<file path="config.mk">
export PLATFORM = sky130hd
export DESIGN_NAME = rv_decode_top
export DESIGN_NICKNAME = d
export VERILOG_FILES = /design/src/verilog/rv_decode_pkg.sv /design/src/verilog/instr_receiver.sv /design/src/verilog/imm_gen.sv /design/src/verilog/ctrl_decode.sv /design/src/verilog/decode_sender.sv /design/src/verilog/rv_decode_top.sv
export SDC_FILE = /design/constraint.sdc
export NUM_CORES = 1
export LEC_CHECK = 0
export BUFFER_PORTS_ARGS = -buffer_cell sky130_fd_sc_hd__buf_2
export CAP_MARGIN = 10
export CORE_MARGIN = 3
export CORE_UTILIZATION = 47
export DETAILED_ROUTE_END_ITERATION = 10
export PLACE_DENSITY = 0.8
export SETUP_SLACK_MARGIN = 0.3
export SLEW_MARGIN = 40
export SYNTH_ARGS = -nofsm -noshare
export SYNTH_HDL_FRONTEND = slang
export SYNTH_HIERARCHICAL = 1
export SYNTH_SLANG_ARGS = --single-unit
</file>
<file path="constraint.sdc">
create_clock -name clk -period 2 [get_ports clk]
set_input_delay 0.4 -clock clk [delete_from_list [all_inputs] [get_ports clk]]
set_output_delay 0.4 -clock clk [all_outputs]
set_load 0.01 [all_outputs]
</file>
<file path="src/verilog/rv_decode_pkg.sv">
package rv_decode_pkg;

    ////////////////////////////////////////
    // field widths
    ////////////////////////////////////////

    localparam int opcode_bits  = 7;
    localparam int funct3_bits  = 3;
    localparam int funct7_bits  = 7;
    localparam int reg_idx_bits = 5;
    localparam int fmt_bits     = 3;

    ////////////////////////////////////////
    // rv32i major opcodes
    ////////////////////////////////////////

    localparam logic [opcode_bits-1:0] op_lui    = 7'b0110111;
    localparam logic [opcode_bits-1:0] op_auipc  = 7'b0010111;
    localparam logic [opcode_bits-1:0] op_jal    = 7'b1101111;
    localparam logic [opcode_bits-1:0] op_jalr   = 7'b1100111;
    localparam logic [opcode_bits-1:0] op_branch = 7'b1100011;
    localparam logic [opcode_bits-1:0] op_load   = 7'b0000011;
    localparam logic [opcode_bits-1:0] op_store  = 7'b0100011;
    localparam logic [opcode_bits-1:0] op_op_imm = 7'b0010011;
    localparam logic [opcode_bits-1:0] op_op     = 7'b0110011;

    // op_imm funct3 codes that carry a shift amount
    localparam logic [funct3_bits-1:0] funct3_sll = 3'b001;
    localparam logic [funct3_bits-1:0] funct3_srl = 3'b101;

    // instruction format codes
    localparam logic [fmt_bits-1:0] fmt_r = 3'd0;
    localparam logic [fmt_bits-1:0] fmt_i = 3'd1;
    localparam logic [fmt_bits-1:0] fmt_s = 3'd2;
    localparam logic [fmt_bits-1:0] fmt_b = 3'd3;
    localparam logic [fmt_bits-1:0] fmt_u = 3'd4;
    localparam logic [fmt_bits-1:0] fmt_j = 3'd5;

    ////////////////////////////////////////
    // one instruction word, six layouts
    ////////////////////////////////////////

    typedef union packed {
        struct packed {
            logic [funct7_bits-1:0]  funct7;
            logic [reg_idx_bits-1:0] rs2;
            logic [reg_idx_bits-1:0] rs1;
            logic [funct3_bits-1:0]  funct3;
            logic [reg_idx_bits-1:0] rd;
            logic [opcode_bits-1:0]  opcode;
        } r;
        struct packed {
            logic [11:0]             imm_11_0;
            logic [reg_idx_bits-1:0] rs1;
            logic [funct3_bits-1:0]  funct3;
            logic [reg_idx_bits-1:0] rd;
            logic [opcode_bits-1:0]  opcode;
        } i;
        struct packed {
            logic [6:0]              imm_11_5;
            logic [reg_idx_bits-1:0] rs2;
            logic [reg_idx_bits-1:0] rs1;
            logic [funct3_bits-1:0]  funct3;
            logic [4:0]              imm_4_0;
            logic [opcode_bits-1:0]  opcode;
        } s;
        struct packed {
            logic                    imm_12;
            logic [5:0]              imm_10_5;
            logic [reg_idx_bits-1:0] rs2;
            logic [reg_idx_bits-1:0] rs1;
            logic [funct3_bits-1:0]  funct3;
            logic [3:0]              imm_4_1;
            logic                    imm_11;
            logic [opcode_bits-1:0]  opcode;
        } b;
        struct packed {
            logic [19:0]             imm_31_12;
            logic [reg_idx_bits-1:0] rd;
            logic [opcode_bits-1:0]  opcode;
        } u;
        struct packed {
            logic                    imm_20;
            logic [9:0]              imm_10_1;
            logic                    imm_11;
            logic [7:0]              imm_19_12;
            logic [reg_idx_bits-1:0] rd;
            logic [opcode_bits-1:0]  opcode;
        } j;
        logic [31:0] raw;
    } instr_u;

endpackage

</file>
<file path="src/verilog/instr_receiver.sv">
`timescale 1ns/1ps

module instr_receiver (
    input  logic                  clk,
    input  logic                  reset,
    // four-phase link from producer
    input  logic                  in_req,
    input  logic [31:0]           in_instr,
    output logic                  in_ack,
    // holding register toward sender
    input  logic                  take,
    output logic                  hold_valid,
    output rv_decode_pkg::instr_u hold_instr
);

    import rv_decode_pkg::*;

    logic accept;

    ////////////////////////////////////////
    // four-phase slave
    ////////////////////////////////////////

    // new word only when idle and the holding slot is free
    assign accept = in_req && !in_ack && !hold_valid;

    // in_ack low: idle, waiting for req
    // in_ack high: acked, waiting for req low
    always_ff @(posedge clk) begin
        if (reset) begin
            in_ack <= 1'b0;
        end else if (accept) begin
            in_ack <= 1'b1;
        end else if (in_ack && !in_req) begin
            in_ack <= 1'b0;
        end
    end

    ////////////////////////////////////////
    // one-entry holding register
    ////////////////////////////////////////

    // set on accept, cleared when sender takes it
    // both cannot happen on the same edge
    always_ff @(posedge clk) begin
        if (reset) begin
            hold_valid <= 1'b0;
        end else if (accept) begin
            hold_valid <= 1'b1;
        end else if (take) begin
            hold_valid <= 1'b0;
        end
    end

    // payload, captured with the ack edge
    always_ff @(posedge clk) begin
        if (accept) begin
            hold_instr.raw <= in_instr;
        end
    end

endmodule

</file>
<file path="src/verilog/imm_gen.sv">
`timescale 1ns/1ps

module imm_gen (
    input  rv_decode_pkg::instr_u instr,
    output logic [31:0]           imm
);

    import rv_decode_pkg::*;

    logic is_shift;

    // slli / srli / srai carry a 5-bit shamt in bits 24..20
    assign is_shift = (instr.i.opcode == op_op_imm) &&
                      ((instr.i.funct3 == funct3_sll) ||
                       (instr.i.funct3 == funct3_srl));

    ////////////////////////////////////////
    // immediate select by opcode
    ////////////////////////////////////////

    always_comb begin
        case (instr.r.opcode)
            // i type
            op_op_imm,
            op_load,
            op_jalr: begin
                if (is_shift) begin
                    // zero-extended shamt, funct7 bits dropped
                    imm = {27'd0, instr.i.imm_11_0[4:0]};
                end else begin
                    imm = {{20{instr.i.imm_11_0[11]}}, instr.i.imm_11_0};
                end
            end
            // s type, split 12 bits
            op_store: begin
                imm = {{20{instr.s.imm_11_5[6]}},
                       instr.s.imm_11_5,
                       instr.s.imm_4_0};
            end
            // b type, 13 bits, lsb always zero
            op_branch: begin
                imm = {{19{instr.b.imm_12}},
                       instr.b.imm_12,
                       instr.b.imm_11,
                       instr.b.imm_10_5,
                       instr.b.imm_4_1,
                       1'b0};
            end
            // j type, 21 bits, lsb always zero
            op_jal: begin
                imm = {{11{instr.j.imm_20}},
                       instr.j.imm_20,
                       instr.j.imm_19_12,
                       instr.j.imm_11,
                       instr.j.imm_10_1,
                       1'b0};
            end
            // u type, upper 20 bits
            op_lui,
            op_auipc: begin
                imm = {instr.u.imm_31_12, 12'd0};
            end
            // r type and anything unknown
            default: begin
                imm = 32'd0;
            end
        endcase
    end

endmodule

</file>
<file path="src/verilog/ctrl_decode.sv">
`timescale 1ns/1ps

module ctrl_decode (
    input  rv_decode_pkg::instr_u                   instr,
    output logic [rv_decode_pkg::fmt_bits-1:0]      fmt,
    output logic                                    illegal,
    output logic [rv_decode_pkg::reg_idx_bits-1:0]  rd,
    output logic [rv_decode_pkg::reg_idx_bits-1:0]  rs1,
    output logic [rv_decode_pkg::reg_idx_bits-1:0]  rs2,
    output logic                                    use_rd,
    output logic                                    use_rs1,
    output logic                                    use_rs2
);

    import rv_decode_pkg::*;

    ////////////////////////////////////////
    // opcode to format
    ////////////////////////////////////////

    always_comb begin
        illegal = 1'b0;
        case (instr.r.opcode)
            op_op: begin
                fmt = fmt_r;
            end
            op_op_imm,
            op_load,
            op_jalr: begin
                fmt = fmt_i;
            end
            op_store: begin
                fmt = fmt_s;
            end
            op_branch: begin
                fmt = fmt_b;
            end
            op_lui,
            op_auipc: begin
                fmt = fmt_u;
            end
            op_jal: begin
                fmt = fmt_j;
            end
            default: begin
                // fence, system, compressed etc.
                fmt     = fmt_i;
                illegal = 1'b1;
            end
        endcase
    end

    ////////////////////////////////////////
    // register use flags
    ////////////////////////////////////////

    // illegal words use no registers at all
    always_comb begin
        use_rd  = !illegal && ((fmt == fmt_r) || (fmt == fmt_i) ||
                               (fmt == fmt_u) || (fmt == fmt_j));
        use_rs1 = !illegal && ((fmt == fmt_r) || (fmt == fmt_i) ||
                               (fmt == fmt_s) || (fmt == fmt_b));
        use_rs2 = !illegal && ((fmt == fmt_r) || (fmt == fmt_s) ||
                               (fmt == fmt_b));
    end

    // index fields sit at the same bits in every layout that has them
    // unused index reads as x0
    assign rd  = use_rd  ? instr.r.rd  : '0;
    assign rs1 = use_rs1 ? instr.r.rs1 : '0;
    assign rs2 = use_rs2 ? instr.r.rs2 : '0;

endmodule

</file>
<file path="src/verilog/decode_sender.sv">
`timescale 1ns/1ps

module decode_sender (
    input  logic                                   clk,
    input  logic                                   reset,
    // from holding register and decoders
    input  logic                                   hold_valid,
    input  logic [31:0]                            imm,
    input  logic [rv_decode_pkg::fmt_bits-1:0]     fmt,
    input  logic                                   illegal,
    input  logic [rv_decode_pkg::reg_idx_bits-1:0] rd,
    input  logic [rv_decode_pkg::reg_idx_bits-1:0] rs1,
    input  logic [rv_decode_pkg::reg_idx_bits-1:0] rs2,
    input  logic                                   use_rd,
    input  logic                                   use_rs1,
    input  logic                                   use_rs2,
    output logic                                   take,
    // four-phase link to consumer
    input  logic                                   out_ack,
    output logic                                   out_req,
    output logic [31:0]                            out_imm,
    output logic [rv_decode_pkg::fmt_bits-1:0]     out_fmt,
    output logic                                   out_illegal,
    output logic [rv_decode_pkg::reg_idx_bits-1:0] out_rd,
    output logic [rv_decode_pkg::reg_idx_bits-1:0] out_rs1,
    output logic [rv_decode_pkg::reg_idx_bits-1:0] out_rs2,
    output logic                                   out_use_rd,
    output logic                                   out_use_rs1,
    output logic                                   out_use_rs2
);

    import rv_decode_pkg::*;

    logic full;

    // load pulse, also frees the receiver slot
    assign take = hold_valid && !full;

    ////////////////////////////////////////
    // four-phase master
    ////////////////////////////////////////

    // full & out_req: waiting for ack high
    // full & !out_req: waiting for ack low
    always_ff @(posedge clk) begin
        if (reset) begin
            full    <= 1'b0;
            out_req <= 1'b0;
        end else if (take) begin
            full    <= 1'b1;
            out_req <= 1'b1;
        end else if (full && out_req && out_ack) begin
            out_req <= 1'b0;
        end else if (full && !out_req && !out_ack) begin
            full <= 1'b0;
        end
    end

    // output fields, frozen while full
    always_ff @(posedge clk) begin
        if (take) begin
            out_imm     <= imm;
            out_fmt     <= fmt[fmt_bits-1:0];
            out_illegal <= illegal;
            out_rd      <= rd;
            out_rs1     <= rs1;
            out_rs2     <= rs2;
            out_use_rd  <= use_rd;
            out_use_rs1 <= use_rs1;
            out_use_rs2 <= use_rs2;
        end
    end

endmodule

</file>
<file path="src/verilog/rv_decode_top.sv">
`timescale 1ns/1ps

module rv_decode_top (
    input  logic                                   clk,
    input  logic                                   reset,
    // producer side
    input  logic                                   in_req,
    input  logic [31:0]                            in_instr,
    output logic                                   in_ack,
    // consumer side
    input  logic                                   out_ack,
    output logic                                   out_req,
    output logic [31:0]                            out_imm,
    output logic [rv_decode_pkg::fmt_bits-1:0]     out_fmt,
    output logic                                   out_illegal,
    output logic [rv_decode_pkg::reg_idx_bits-1:0] out_rd,
    output logic [rv_decode_pkg::reg_idx_bits-1:0] out_rs1,
    output logic [rv_decode_pkg::reg_idx_bits-1:0] out_rs2,
    output logic                                   out_use_rd,
    output logic                                   out_use_rs1,
    output logic                                   out_use_rs2
);

    import rv_decode_pkg::*;

    // holding register link
    logic   hold_valid;
    instr_u hold_instr;
    logic   take;

    // decoded fields of the held word
    logic [31:0]             imm;
    logic [fmt_bits-1:0]     fmt;
    logic                    illegal;
    logic [reg_idx_bits-1:0] rd;
    logic [reg_idx_bits-1:0] rs1;
    logic [reg_idx_bits-1:0] rs2;
    logic                    use_rd;
    logic                    use_rs1;
    logic                    use_rs2;

    ////////////////////////////////////////
    // input, decode, output
    ////////////////////////////////////////

    instr_receiver instr_receiver_inst (
        .clk        (clk),
        .reset      (reset),
        .in_req     (in_req),
        .in_instr   (in_instr),
        .in_ack     (in_ack),
        .take       (take),
        .hold_valid (hold_valid),
        .hold_instr (hold_instr)
    );

    imm_gen imm_gen_inst (
        .instr (hold_instr),
        .imm   (imm)
    );

    ctrl_decode ctrl_decode_inst (
        .instr   (hold_instr),
        .fmt     (fmt),
        .illegal (illegal),
        .rd      (rd),
        .rs1     (rs1),
        .rs2     (rs2),
        .use_rd  (use_rd),
        .use_rs1 (use_rs1),
        .use_rs2 (use_rs2)
    );

    decode_sender decode_sender_inst (
        .clk         (clk),
        .reset       (reset),
        .hold_valid  (hold_valid),
        .imm         (imm),
        .fmt         (fmt),
        .illegal     (illegal),
        .rd          (rd),
        .rs1         (rs1),
        .rs2         (rs2),
        .use_rd      (use_rd),
        .use_rs1     (use_rs1),
        .use_rs2     (use_rs2),
        .take        (take),
        .out_ack     (out_ack),
        .out_req     (out_req),
        .out_imm     (out_imm),
        .out_fmt     (out_fmt),
        .out_illegal (out_illegal),
        .out_rd      (out_rd),
        .out_rs1     (out_rs1),
        .out_rs2     (out_rs2),
        .out_use_rd  (out_use_rd),
        .out_use_rs1 (out_use_rs1),
        .out_use_rs2 (out_use_rs2)
    );

endmodule

</file>
==> results of run 1 <==
-- worst max-delay path by stage --
stage / cells after the start / slack, ns / from / endpoint
after floorplan: 1 / 0.30 / in_req / instr_receiver_inst/hold_instr[0]
after global placement: 4 / 0.32 / instr_receiver_inst/hold_instr[5] / decode_sender_inst/out_imm[22]
after detailed placement: 4 / 0.27 / instr_receiver_inst/hold_instr[5] / decode_sender_inst/out_imm[22]
final: 5 / 0.35 / instr_receiver_inst/hold_instr[3] / decode_sender_inst/out_imm[30]
after CTS: 4 / 0.30 / instr_receiver_inst/hold_instr[1] / decode_sender_inst/out_imm[30]
after global routing: 5 / 0.28 / instr_receiver_inst/hold_instr[2] / decode_sender_inst/out_imm[30]
-- where the power goes --
part           total [mW]  switching [mW]  internal, mW
Clock                1.21           0.628         0.587
Combinational       0.368           0.213         0.155
Sequential           2.28          0.0548          2.22
Total                3.86           0.896          2.96
-- area by class of cell --
cell class              count  share of cell area
flip-flops and latches     90               0.601
clock buffers               9              0.0280
clock inverters             7              0.0167
repair buffers            105               0.129
well taps                  99              0.0280
multi-input cells         107               0.195
inverters                   3             0.00254
-- synth_stat cells (2+ instances only) --
master    instances
and2_1           16
o21bai_1          2
nand2b_1          3
nor3b_1           2
nor2_1            7
a21o_1           18
edfxtp_1         86
nand3_1           7
and3b_2           2
inv_1             3
nand2_1           4
a22o_1            6
a22oi_1           2
nand3b_4          2
nand3b_1          2
dfxtp_1           4
nor2b_1           6
-- what timing repair did --
action | 4_1_cts | 5_1_grt
gates cloned | 0 | 0
buffers inserted | 2 | 3
setup endpoints to repair | 11 | 25
pin swaps | 0 | 1
-- worst reg2reg max path, cell delays in order, from the launching register on --
cell and delay, ns:
edfxtp_1 0.45, and4bb_4 0.42, nand3b_4 0.14, a41oi_4 0.27
buf_12 0.16, a21o_1 0.09
-- per-layer routing --
layer  share of wire  global-route usage  vias to the layer above
met4           0.029              0.0818                        0
met5               0                   0                        -
met1            0.41               0.185                     1003
met3           0.063              0.0374                       14
met2            0.50               0.253                       67
li1                -                   -                     1013
-- registers in the layout, indices dropped and copies added (netlist names), 3 cells and up --
name,flops
instr_receiver_inst/hold_instr,32
decode_sender_inst/out_rs2,5
decode_sender_inst/out_imm,32
decode_sender_inst/out_rs1,5
decode_sender_inst/out_rd,5
decode_sender_inst/out_fmt,3
-- metrics by stage --
| stage | std cells | utilization | setup WS (ns) | instance area [sq um] | power [mW] |
|---|---|---|---|---|---|
| 2_1_floorplan | 203 | - | 0.295 | 3560 | 2.51 |
| 4_1_cts | 417 | 0.603 | 0.300 | 4400 | 3.89 |
| 3_5_place_dp | 399 | 0.574 | 0.273 | 4180 | 2.68 |
| 6_report | 420 | 0.608 | 0.351 | 4430 | 3.86 |
| 3_3_place_gp | 399 | 0.574 | 0.318 | 4180 | 2.67 |
| 5_1_grt | 420 | 0.608 | 0.282 | 4430 | 4.01 |
-- cells by family (layout without fill, tap and decap cells) --
| kind of cell | Yosys count | count (layout) | share of synthesized area |
|---|---|---|---|
| mux | 1 | 1 | 0.00282 |
| compound gates | 41 | 41 | 0.107 |
| buf+inv | 6 | 124 | 0.0113 |
| flops | 90 | 90 | 0.750 |
| simple gates | 65 | 65 | 0.129 |
==> flow_metrics.py, run 1 <==
metrics = {
    "outcome": {
        "status": "complete, no violations",
    },
    "finish": {
        "drive_above_1_share": 0.436,
        "nNetsFinal": 352,
        "seq_area_sq_um": 2660,
        "multi_input_area_sq_um": 862,
        "area_growth_pct": 24.8,
        "mostFrequentLayoutCell": "buf_2",
        "nFillCells": 586,
        "diodes": 0,
        "final_cell_mix": "buf_2 (91), edfxtp_1 (86), a21o_1 (18)",
    },
    "place": {
        "gp_congestion": 0.773,
        "port_buffers": 91,
        "place_hpwl_um": 4550,
    },
    "synth": {
        "synth.avg_cell_area_sq_um": 17.5,
        "netlist-cell-type-count": 48,
        "ys_ff_latch": 90,
        "yosys_warnings": 6,
        "synth_area_leaders": "edfxtp_1 (73%), a21o_1 (3.8%), and2_1 (2.8%), dfxtp_1 (2.3%), a22o_1 (1.5%)",
        "synth_area_sq_um": 3550,
        "syn_nets": 239,
        "async_reset_ff_frac": 0,
        "synth_top_area_share": 0.727,
        "synth_edf_count": 86,
        "synth-seq-area-share": 0.750,
        "synth_flop_cell": "edfxtp_1",
        "yosys.area.top_type": "edfxtp_1",
        "syn_inst": 203,
    },
    "critical_path": {
        "rrSetupSlack_ns": 0.35,
        "required_ns": 2.22,
        "critical-path-top-delay-family": "simple AND/OR/NAND/NOR gates",
        "slowest_stage": "edfxtp_1",
        "cp-start-kind": "flip-flop",
        "crit_fanout": 10,
        "cpPeakStageDelay_ns": 0.45,
        "r2r.worst_path.cells": 5,
        "r2r_end": "decode_sender_inst/out_imm[30]",
        "worst-path-buf-inv": 1,
        "critical_path_class": "flip-flop to flip-flop",
        "arrival_ns": 1.87,
        "reg2reg_from": "instr_receiver_inst/hold_instr[3]",
        "path_cells": "and4bb_4, nand3b_4, a41oi_4, buf_12, a21o_1",
        "crit_path_end_kind": "flip-flop",
    },
    "min_path": {
        "holdPathEnd": "instr_receiver_inst/hold_instr[24]",
        "min_from": "in_instr[24]",
        "min_path_cells": 1,
        "hold_path.class": "input port to flip-flop",
    },
    "clock_network": {
        "cts_root_buf": "clkbuf_8",
        "holdBufCountCts": 0,
        "cts-resized-gates": 0,
        "clock_sinks": 90,
        "cts_made_buffers": 9,
        "cts_tree": "done",
        "clk_pin_slew_worst_paths_ns": 0.09,
        "htreeDepth": 3,
        "clock_latency_ns": 0.35,
        "clockBufferDepth": 2,
    },
    "power_and_ir_drop": {
        "leakage_nw": 1.86,
        "max-vdd-ir-drop_v": 0.000613,
        "power_density_nw_per_um2": 871,
    },
    "timing": {
        "max_freq_mhz": 607,
        "max_slew_margin": 0.710,
        "fin_crit_sh": 0.824,
        "fin_skew_ns": 0.00852,
        "min_period_ns": 1.65,
        "setup_tns_ns": 0,
        "slew_violations": 0,
        "grt_setup_unrepaired": "yes",
        "tightest_slew_ns": 0.435,
        "whs_ns": 0.223,
        "setup_violations": 0,
        "finalHoldViolCount": 0,
    },
    "job": {
        "cap_violations": 0,
    },
    "floorplanning": {
        "ios": 92,
        "die_w_um": 92.9,
        "die_h_um": 92.9,
        "fp.dieArea_sq_um": 8630,
        "row_count": 31,
        "core-area_sq_um": 7290,
        "start_util": 0.487,
    },
    "routing": {
        "via_count": 2097,
        "drtAntennaViolNets": 0,
        "vias_per_cell": 4.99,
        "totalWireLength_um": 6330,
        "drtIter0Drc": 123,
        "drc_errors": 0,
        "dr.pass1.iters": 5,
        "wl_per_cell_um": 15.1,
    },
    "global_route": {
        "grt_overflow": 0,
        "grt_max_degree": 37,
        "grt_pass1_vias": 2036,
        "gr-usage-all-layers": 0.153,
        "grt_pass1_wl_um": 9970,
        "antenna_found_initial": 0,
    },
}
Power figures use the tool's default switching activity.
==> inputs of run 2 (changes only) <==
==> constraint.sdc (replaced) <==
create_clock -name clk -period 1.35 [get_ports clk]
set_input_delay 0.27 -clock clk [delete_from_list [all_inputs] [get_ports clk]]
set_output_delay 0.27 -clock clk [all_outputs]
set_load 0.01 [all_outputs]
==> run 2 against run 1 <==
Against the previous run: the run now ends with setup timing left; register-to-register slack lost 0.66 ns; non-clock buffer count increased by 49; via count increased by 16%; sequential share of layout area decreased by 11 points; total power grew 72%; clock-buffer cell count did not move; die area unchanged; first-iteration DRC count increased by 44%; sequential cell count is the same; largest power group unchanged.
==> flow_metrics.py, run 2 (synthesis gave the netlist of run 1 again) <==
metrics = {
    "finish": {
        "nFillCells": 443,
        "nNetsFinal": 401,
        "seq_area_sq_um": 2670,
        "final_cell_mix": "buf_2 (86), edfxtp_1 (86), buf_4 (24)",
        "drive_above_1_share": 0.561,
        "area_growth_pct": 52.3,
        "multi_input_area_sq_um": 987,
        "reg_top3": "decode_sender_inst/out_imm: 32 flops, instr_receiver_inst/hold_instr: 32 flops",
    },
    "global_route": {
        "grt.busiest_layer": "met2",
        "antenna_found_initial": 1,
        "met2_usage": 0.338,
        "grt_use_met1": 0.245,
        "grt_pass1_vias": 2466,
        "gr-usage-all-layers": 0.200,
        "grt_overflow": 0,
        "grt_pass1_wl_um": 12900,
        "use_met3": 0.0382,
        "grt_max_degree": 16,
    },
    "clock_network": {
        "clk_pin_slew_worst_paths_ns": 0.09,
        "clockBufferDepth": 2,
        "cts_root_buf": "clkbuf_8",
        "cts_made_buffers": 9,
        "htreeDepth": 3,
        "cts_tree": "done",
        "clock_sinks": 90,
        "clock_latency_ns": 0.36,
    },
    "timing": {
        "max_slew_margin": 0.794,
        "fin_crit_sh": 1.23,
        "fin_skew_ns": 0.0117,
        "setup_violations": 53,
        "setup_tns_ns": -11.07,
        "timing.final.ws_setup_ns": -0.306,
        "max_freq_mhz": 604,
        "tightest_slew_ns": 0.308,
        "grt_setup_unrepaired": "yes",
        "min_period_ns": 1.66,
        "slew_violations": 0,
        "finalHoldViolCount": 0,
    },
    "job": {
        "cap_violations": 0,
    },
    "outcome": {
        "violations": "setup timing",
        "status": "complete, but fails checks",
    },
    "routing": {
        "wl_per_cell_um": 19.3,
        "drc_errors": 0,
        "vias_per_cell": 5.18,
        "drtAntennaViolNets": 0,
        "dr.pass1.iters": 4,
        "via_count": 2428,
        "drtIter0Drc": 177,
        "totalWireLength_um": 9050,
    },
    "floorplanning": {
        "start_util": 0.487,
        "core-area_sq_um": 7290,
        "row_count": 31,
        "die_w_um": 92.9,
        "fp.dieArea_sq_um": 8630,
        "die_h_um": 92.9,
        "ios": 92,
    },
    "place": {
        "gp_congestion": 0.808,
        "port_buffers": 91,
        "place_hpwl_um": 4810,
    },
    "min_path": {
        "holdPathEnd": "instr_receiver_inst/hold_instr[1]",
        "min_from": "in_instr[1]",
        "hold_path.class": "input port to flip-flop",
        "min_path_cells": 1,
    },
    "power_and_ir_drop": {
        "power_density_nw_per_um2": 1220,
        "leakage_nw": 2.30,
        "power.total_mw": 6.62,
        "max-vdd-ir-drop_v": 0.000650,
    },
    "critical_path": {
        "reg2reg_from": "instr_receiver_inst/hold_instr[2]",
        "required_ns": 1.58,
        "rrSetupSlack_ns": -0.31,
        "crit_path_end_kind": "flip-flop",
        "r2r_end": "decode_sender_inst/out_imm[23]",
        "cp-start-kind": "flip-flop",
        "r2r.worst_path.cells": 5,
        "crit_fanout": 11,
        "arrival_ns": 1.88,
        "critical_path_class": "flip-flop to flip-flop",
    },
}
-- run 2: metal layers --
metal  vias to the layer above  part of all wire
li1                       1119                 -
met1                      1168              0.37
met2                       115              0.52
met3                        26             0.069
met4                         0             0.036
met5                         -                 0
-- run 2: what timing repair did --
item                                    4_1_cts  5_1_grt
hold buffers                                  0        0
cloned                                        9        3
setup buffers                                29        8
resized for setup                            42       14
endpoints found under the setup margin      195      197
pin swaps                                    16        8
-- run 2: critical path, stage by stage, from the launching register on --
cell	delay [ns]
edfxtp_1	0.47
and4bb_4	0.42
nand3b_4	0.16
a41oi_4	0.23
buf_12	0.16
a21o_1	0.10
-- run 2: final cells by class --
class,instances,share of cell area
sequential,90,0.494
multi-input combinational,107,0.183
clock buffer,9,0.0229
tap,99,0.0229
antenna,1,0.000463
inverter,3,0.00208
timing repair buffer,154,0.254
clock inverter,6,0.0213
-- run 2: how the worst max path moves through the flow --
stage	startpoint	to	slack, ns
floorplan	instr_receiver_inst/in_ack	instr_receiver_inst/hold_instr[0]	-0.31
global placement	instr_receiver_inst/hold_instr[4]	decode_sender_inst/out_imm[22]	-0.18
detailed placement	instr_receiver_inst/hold_instr[2]	decode_sender_inst/out_imm[29]	-0.26
CTS	instr_receiver_inst/hold_instr[3]	decode_sender_inst/out_imm[29]	-0.21
global route	instr_receiver_inst/hold_instr[3]	decode_sender_inst/out_imm[29]	-0.36
finish	instr_receiver_inst/hold_instr[2]	decode_sender_inst/out_imm[23]	-0.31
-- run 2: power breakdown --
group,switching (mW),internal (mW)
Clock,0.935,1.23
Sequential,0.0896,3.29
Combinational,0.470,0.603
-- run 2: metrics by stage --
step           hold WS, ns  worst slack [ns]  std cells   util  area [sq um]
3_5_place_dp         0.432            -0.262        404  0.592          4320
3_3_place_gp         0.422            -0.182        404  0.592          4320
2_1_floorplan        0.335            -0.314        203      -          3610
6_report            0.0812            -0.306        469  0.742          5410
4_1_cts             0.0785            -0.206        457  0.714          5210
5_1_grt             0.0683            -0.356        469  0.742          5410
==> inputs of run 3 (changes only) <==
--- a/config.mk
+++ b/config.mk
@@ -10,6 +10,7 @@
 export CORE_MARGIN = 3
 export CORE_UTILIZATION = 47
 export DETAILED_ROUTE_END_ITERATION = 10
+export MAX_ROUTING_LAYER = met4
 export PLACE_DENSITY = 0.8
 export SETUP_SLACK_MARGIN = 0.3
 export SLEW_MARGIN = 40
==> run 3 against run 2 <==
Against the previous run: the run still ends with setup timing left; cell count decreased by 2.8%; total power is 6.6% lower; sequential share of layout area up 2.3 points; register-to-register slack gained 0.03 ns; utilization fell by 3.3 points; hold slack worse by 0.0064 ns; design area fell by 4.4%; combinational power down 11%; non-clock buffer count is 13 lower.
==> flow_metrics.py, run 3 (synthesis gave the netlist of run 1 again) <==
metrics = {
    "power_and_ir_drop": {
        "power_density_nw_per_um2": 1200,
        "max-vdd-ir-drop_v": 0.000646,
        "power.total_mw": 6.18,
        "leakage_nw": 2.19,
    },
    "timing": {
        "grt_setup_unrepaired": "yes",
        "max_freq_mhz": 617,
        "finalHoldViolCount": 0,
        "fin_crit_sh": 1.20,
        "tightest_slew_ns": 0.443,
        "min_period_ns": 1.62,
        "slew_violations": 0,
        "setup_violations": 49,
        "max_slew_margin": 0.704,
        "timing.final.ws_setup_ns": -0.271,
        "fin_skew_ns": 0.0137,
    },
    "clock_network": {
        "clk_pin_slew_worst_paths_ns": 0.10,
        "cts_tree": "done",
        "clock_latency_ns": 0.36,
        "cts_made_buffers": 9,
        "htreeDepth": 3,
        "cts_root_buf": "clkbuf_8",
        "clock_sinks": 90,
        "clockBufferDepth": 2,
    },
    "floorplanning": {
        "ios": 92,
        "core-area_sq_um": 7290,
        "start_util": 0.487,
        "row_count": 31,
        "die_h_um": 92.9,
        "fp.dieArea_sq_um": 8630,
        "die_w_um": 92.9,
    },
    "finish": {
        "final_cell_mix": "edfxtp_1 (86), buf_2 (86), buf_4 (21)",
        "reg_top3": "decode_sender_inst/out_imm: 32 flops, instr_receiver_inst/hold_instr: 32 flops",
        "area_growth_pct": 45.6,
        "nNetsFinal": 388,
        "fin_util": 0.709,
        "diodes": 0,
        "drive_above_1_share": 0.529,
    },
    "routing": {
        "drtIter0Drc": 152,
        "wl_per_cell_um": 17.3,
        "totalWireLength_um": 7880,
        "via_count": 2342,
        "vias_per_cell": 5.14,
        "drtAntennaViolNets": 0,
        "dr.pass1.iters": 4,
        "drc_errors": 0,
    },
    "critical_path": {
        "critical_path_class": "flip-flop to flip-flop",
        "worst-path-buf-inv": 1,
        "crit_path_end_kind": "flip-flop",
        "arrival_ns": 1.85,
        "crit_fanout": 11,
        "cpPeakStageDelay_ns": 0.46,
        "required_ns": 1.58,
        "slowest_stage": "edfxtp_1",
        "path_cells": "and4bb_4, nand3b_4, a41oi_4, buf_12, a21o_1",
        "critical-path-top-delay-family": "simple AND/OR/NAND/NOR gates",
        "cp-start-kind": "flip-flop",
    },
    "place": {
        "gp_congestion": 0.862,
        "port_buffers": 91,
        "place_hpwl_um": 4900,
    },
    "global_route": {
        "gr-usage-all-layers": 0.188,
        "grt_pass1_vias": 2374,
        "antenna_found_initial": 0,
        "grt_overflow": 0,
        "grt_pass1_wl_um": 11700,
        "grt_max_degree": 17,
    },
    "outcome": {
        "violations": "setup timing",
        "status": "complete, but fails checks",
    },
    "min_path": {
        "hold_path.class": "input port to flip-flop",
    },
    "job": {
        "cap_violations": 0,
    },
}
-- run 3: cell types whose count changed in the layout (fill, tap and decap cells not counted), moves of 2 or more --
cell,change
buf_16,-3
bufinv_16,-2
buf_4,-3
buf_6,-9
inv_6,+2
buf_12,+2
-- run 3: per-stage QoR --
stage | hold WS (ns) | worst slack [ns] | std cells | cell area [sq um] | TNS (ns)
finish | 0.0748 | -0.271 | 456 | 5170 | -7.90
detailed placement | 0.444 | -0.277 | 404 | 4320 | -6.45
floorplan | 0.335 | -0.314 | 203 | 3610 | -15.63
CTS | 0.0677 | -0.189 | 446 | 4970 | -6.08
global route | 0.0608 | -0.326 | 456 | 5170 | -10.83
global placement | 0.422 | -0.180 | 404 | 4320 | -3.68
-- run 3: worst paths after layout --
check | cells after the start | slack [ns] | to | from
worst max-delay path | 5 | -0.27 | decode_sender_inst/out_imm[24] | instr_receiver_inst/hold_instr[2]
worst min-delay path | 1 | 0.07 | instr_receiver_inst/hold_instr[21] | in_instr[21]
worst max register to register | 5 | -0.27 | decode_sender_inst/out_imm[24] | instr_receiver_inst/hold_instr[2]
worst min register to register | 2 | 0.53 | decode_sender_inst/full | decode_sender_inst/full
-- run 3: final cells by class --
class	instances	area (sq um)
Clock buffer	9	124
Clock inverter	7	76.3
Inverter	3	11.3
Timing Repair Buffer	141	1210
Fill cell	493	2120
Multi-Input combinational cell	107	946
Tap cell	99	124
Sequential cell	90	2670
-- run 3: worst reg2reg max path: stages, from the launching register on --
cell	delay, ns
edfxtp_1	0.46
and4bb_4	0.40
nand3b_4	0.15
a41oi_4	0.23
buf_12	0.15
a21o_1	0.11
-- run 3: power breakdown --
part / leakage, nW / internal [mW] / switching, mW
clock network: 0.0983 / 0.872 / 0.974
logic: 1.26 / 0.533 / 0.423
registers: 0.830 / 3.29 / 0.0860
total: 2.19 / 4.70 / 1.48
-- run 3: metal layers --
layer  vias up  global-route usage  part of all wire
li1       1092                   -                 -
met1      1153               0.215              0.39
met2        79               0.313              0.53
met3        18              0.0382             0.058
met4         0               0.101             0.023
met5         -                   -                 0
-- run 3: what timing repair did --
| action | in CTS | in global routing |
|---|---|---|
| pin swaps | 9 | 5 |
| gates resized for setup | 15 | 17 |
| cloned | 6 | 3 |
| hold buffers | 0 | 0 |
| buffers inserted | 20 | 7 |
| endpoints found under the setup margin | 195 | 197 |
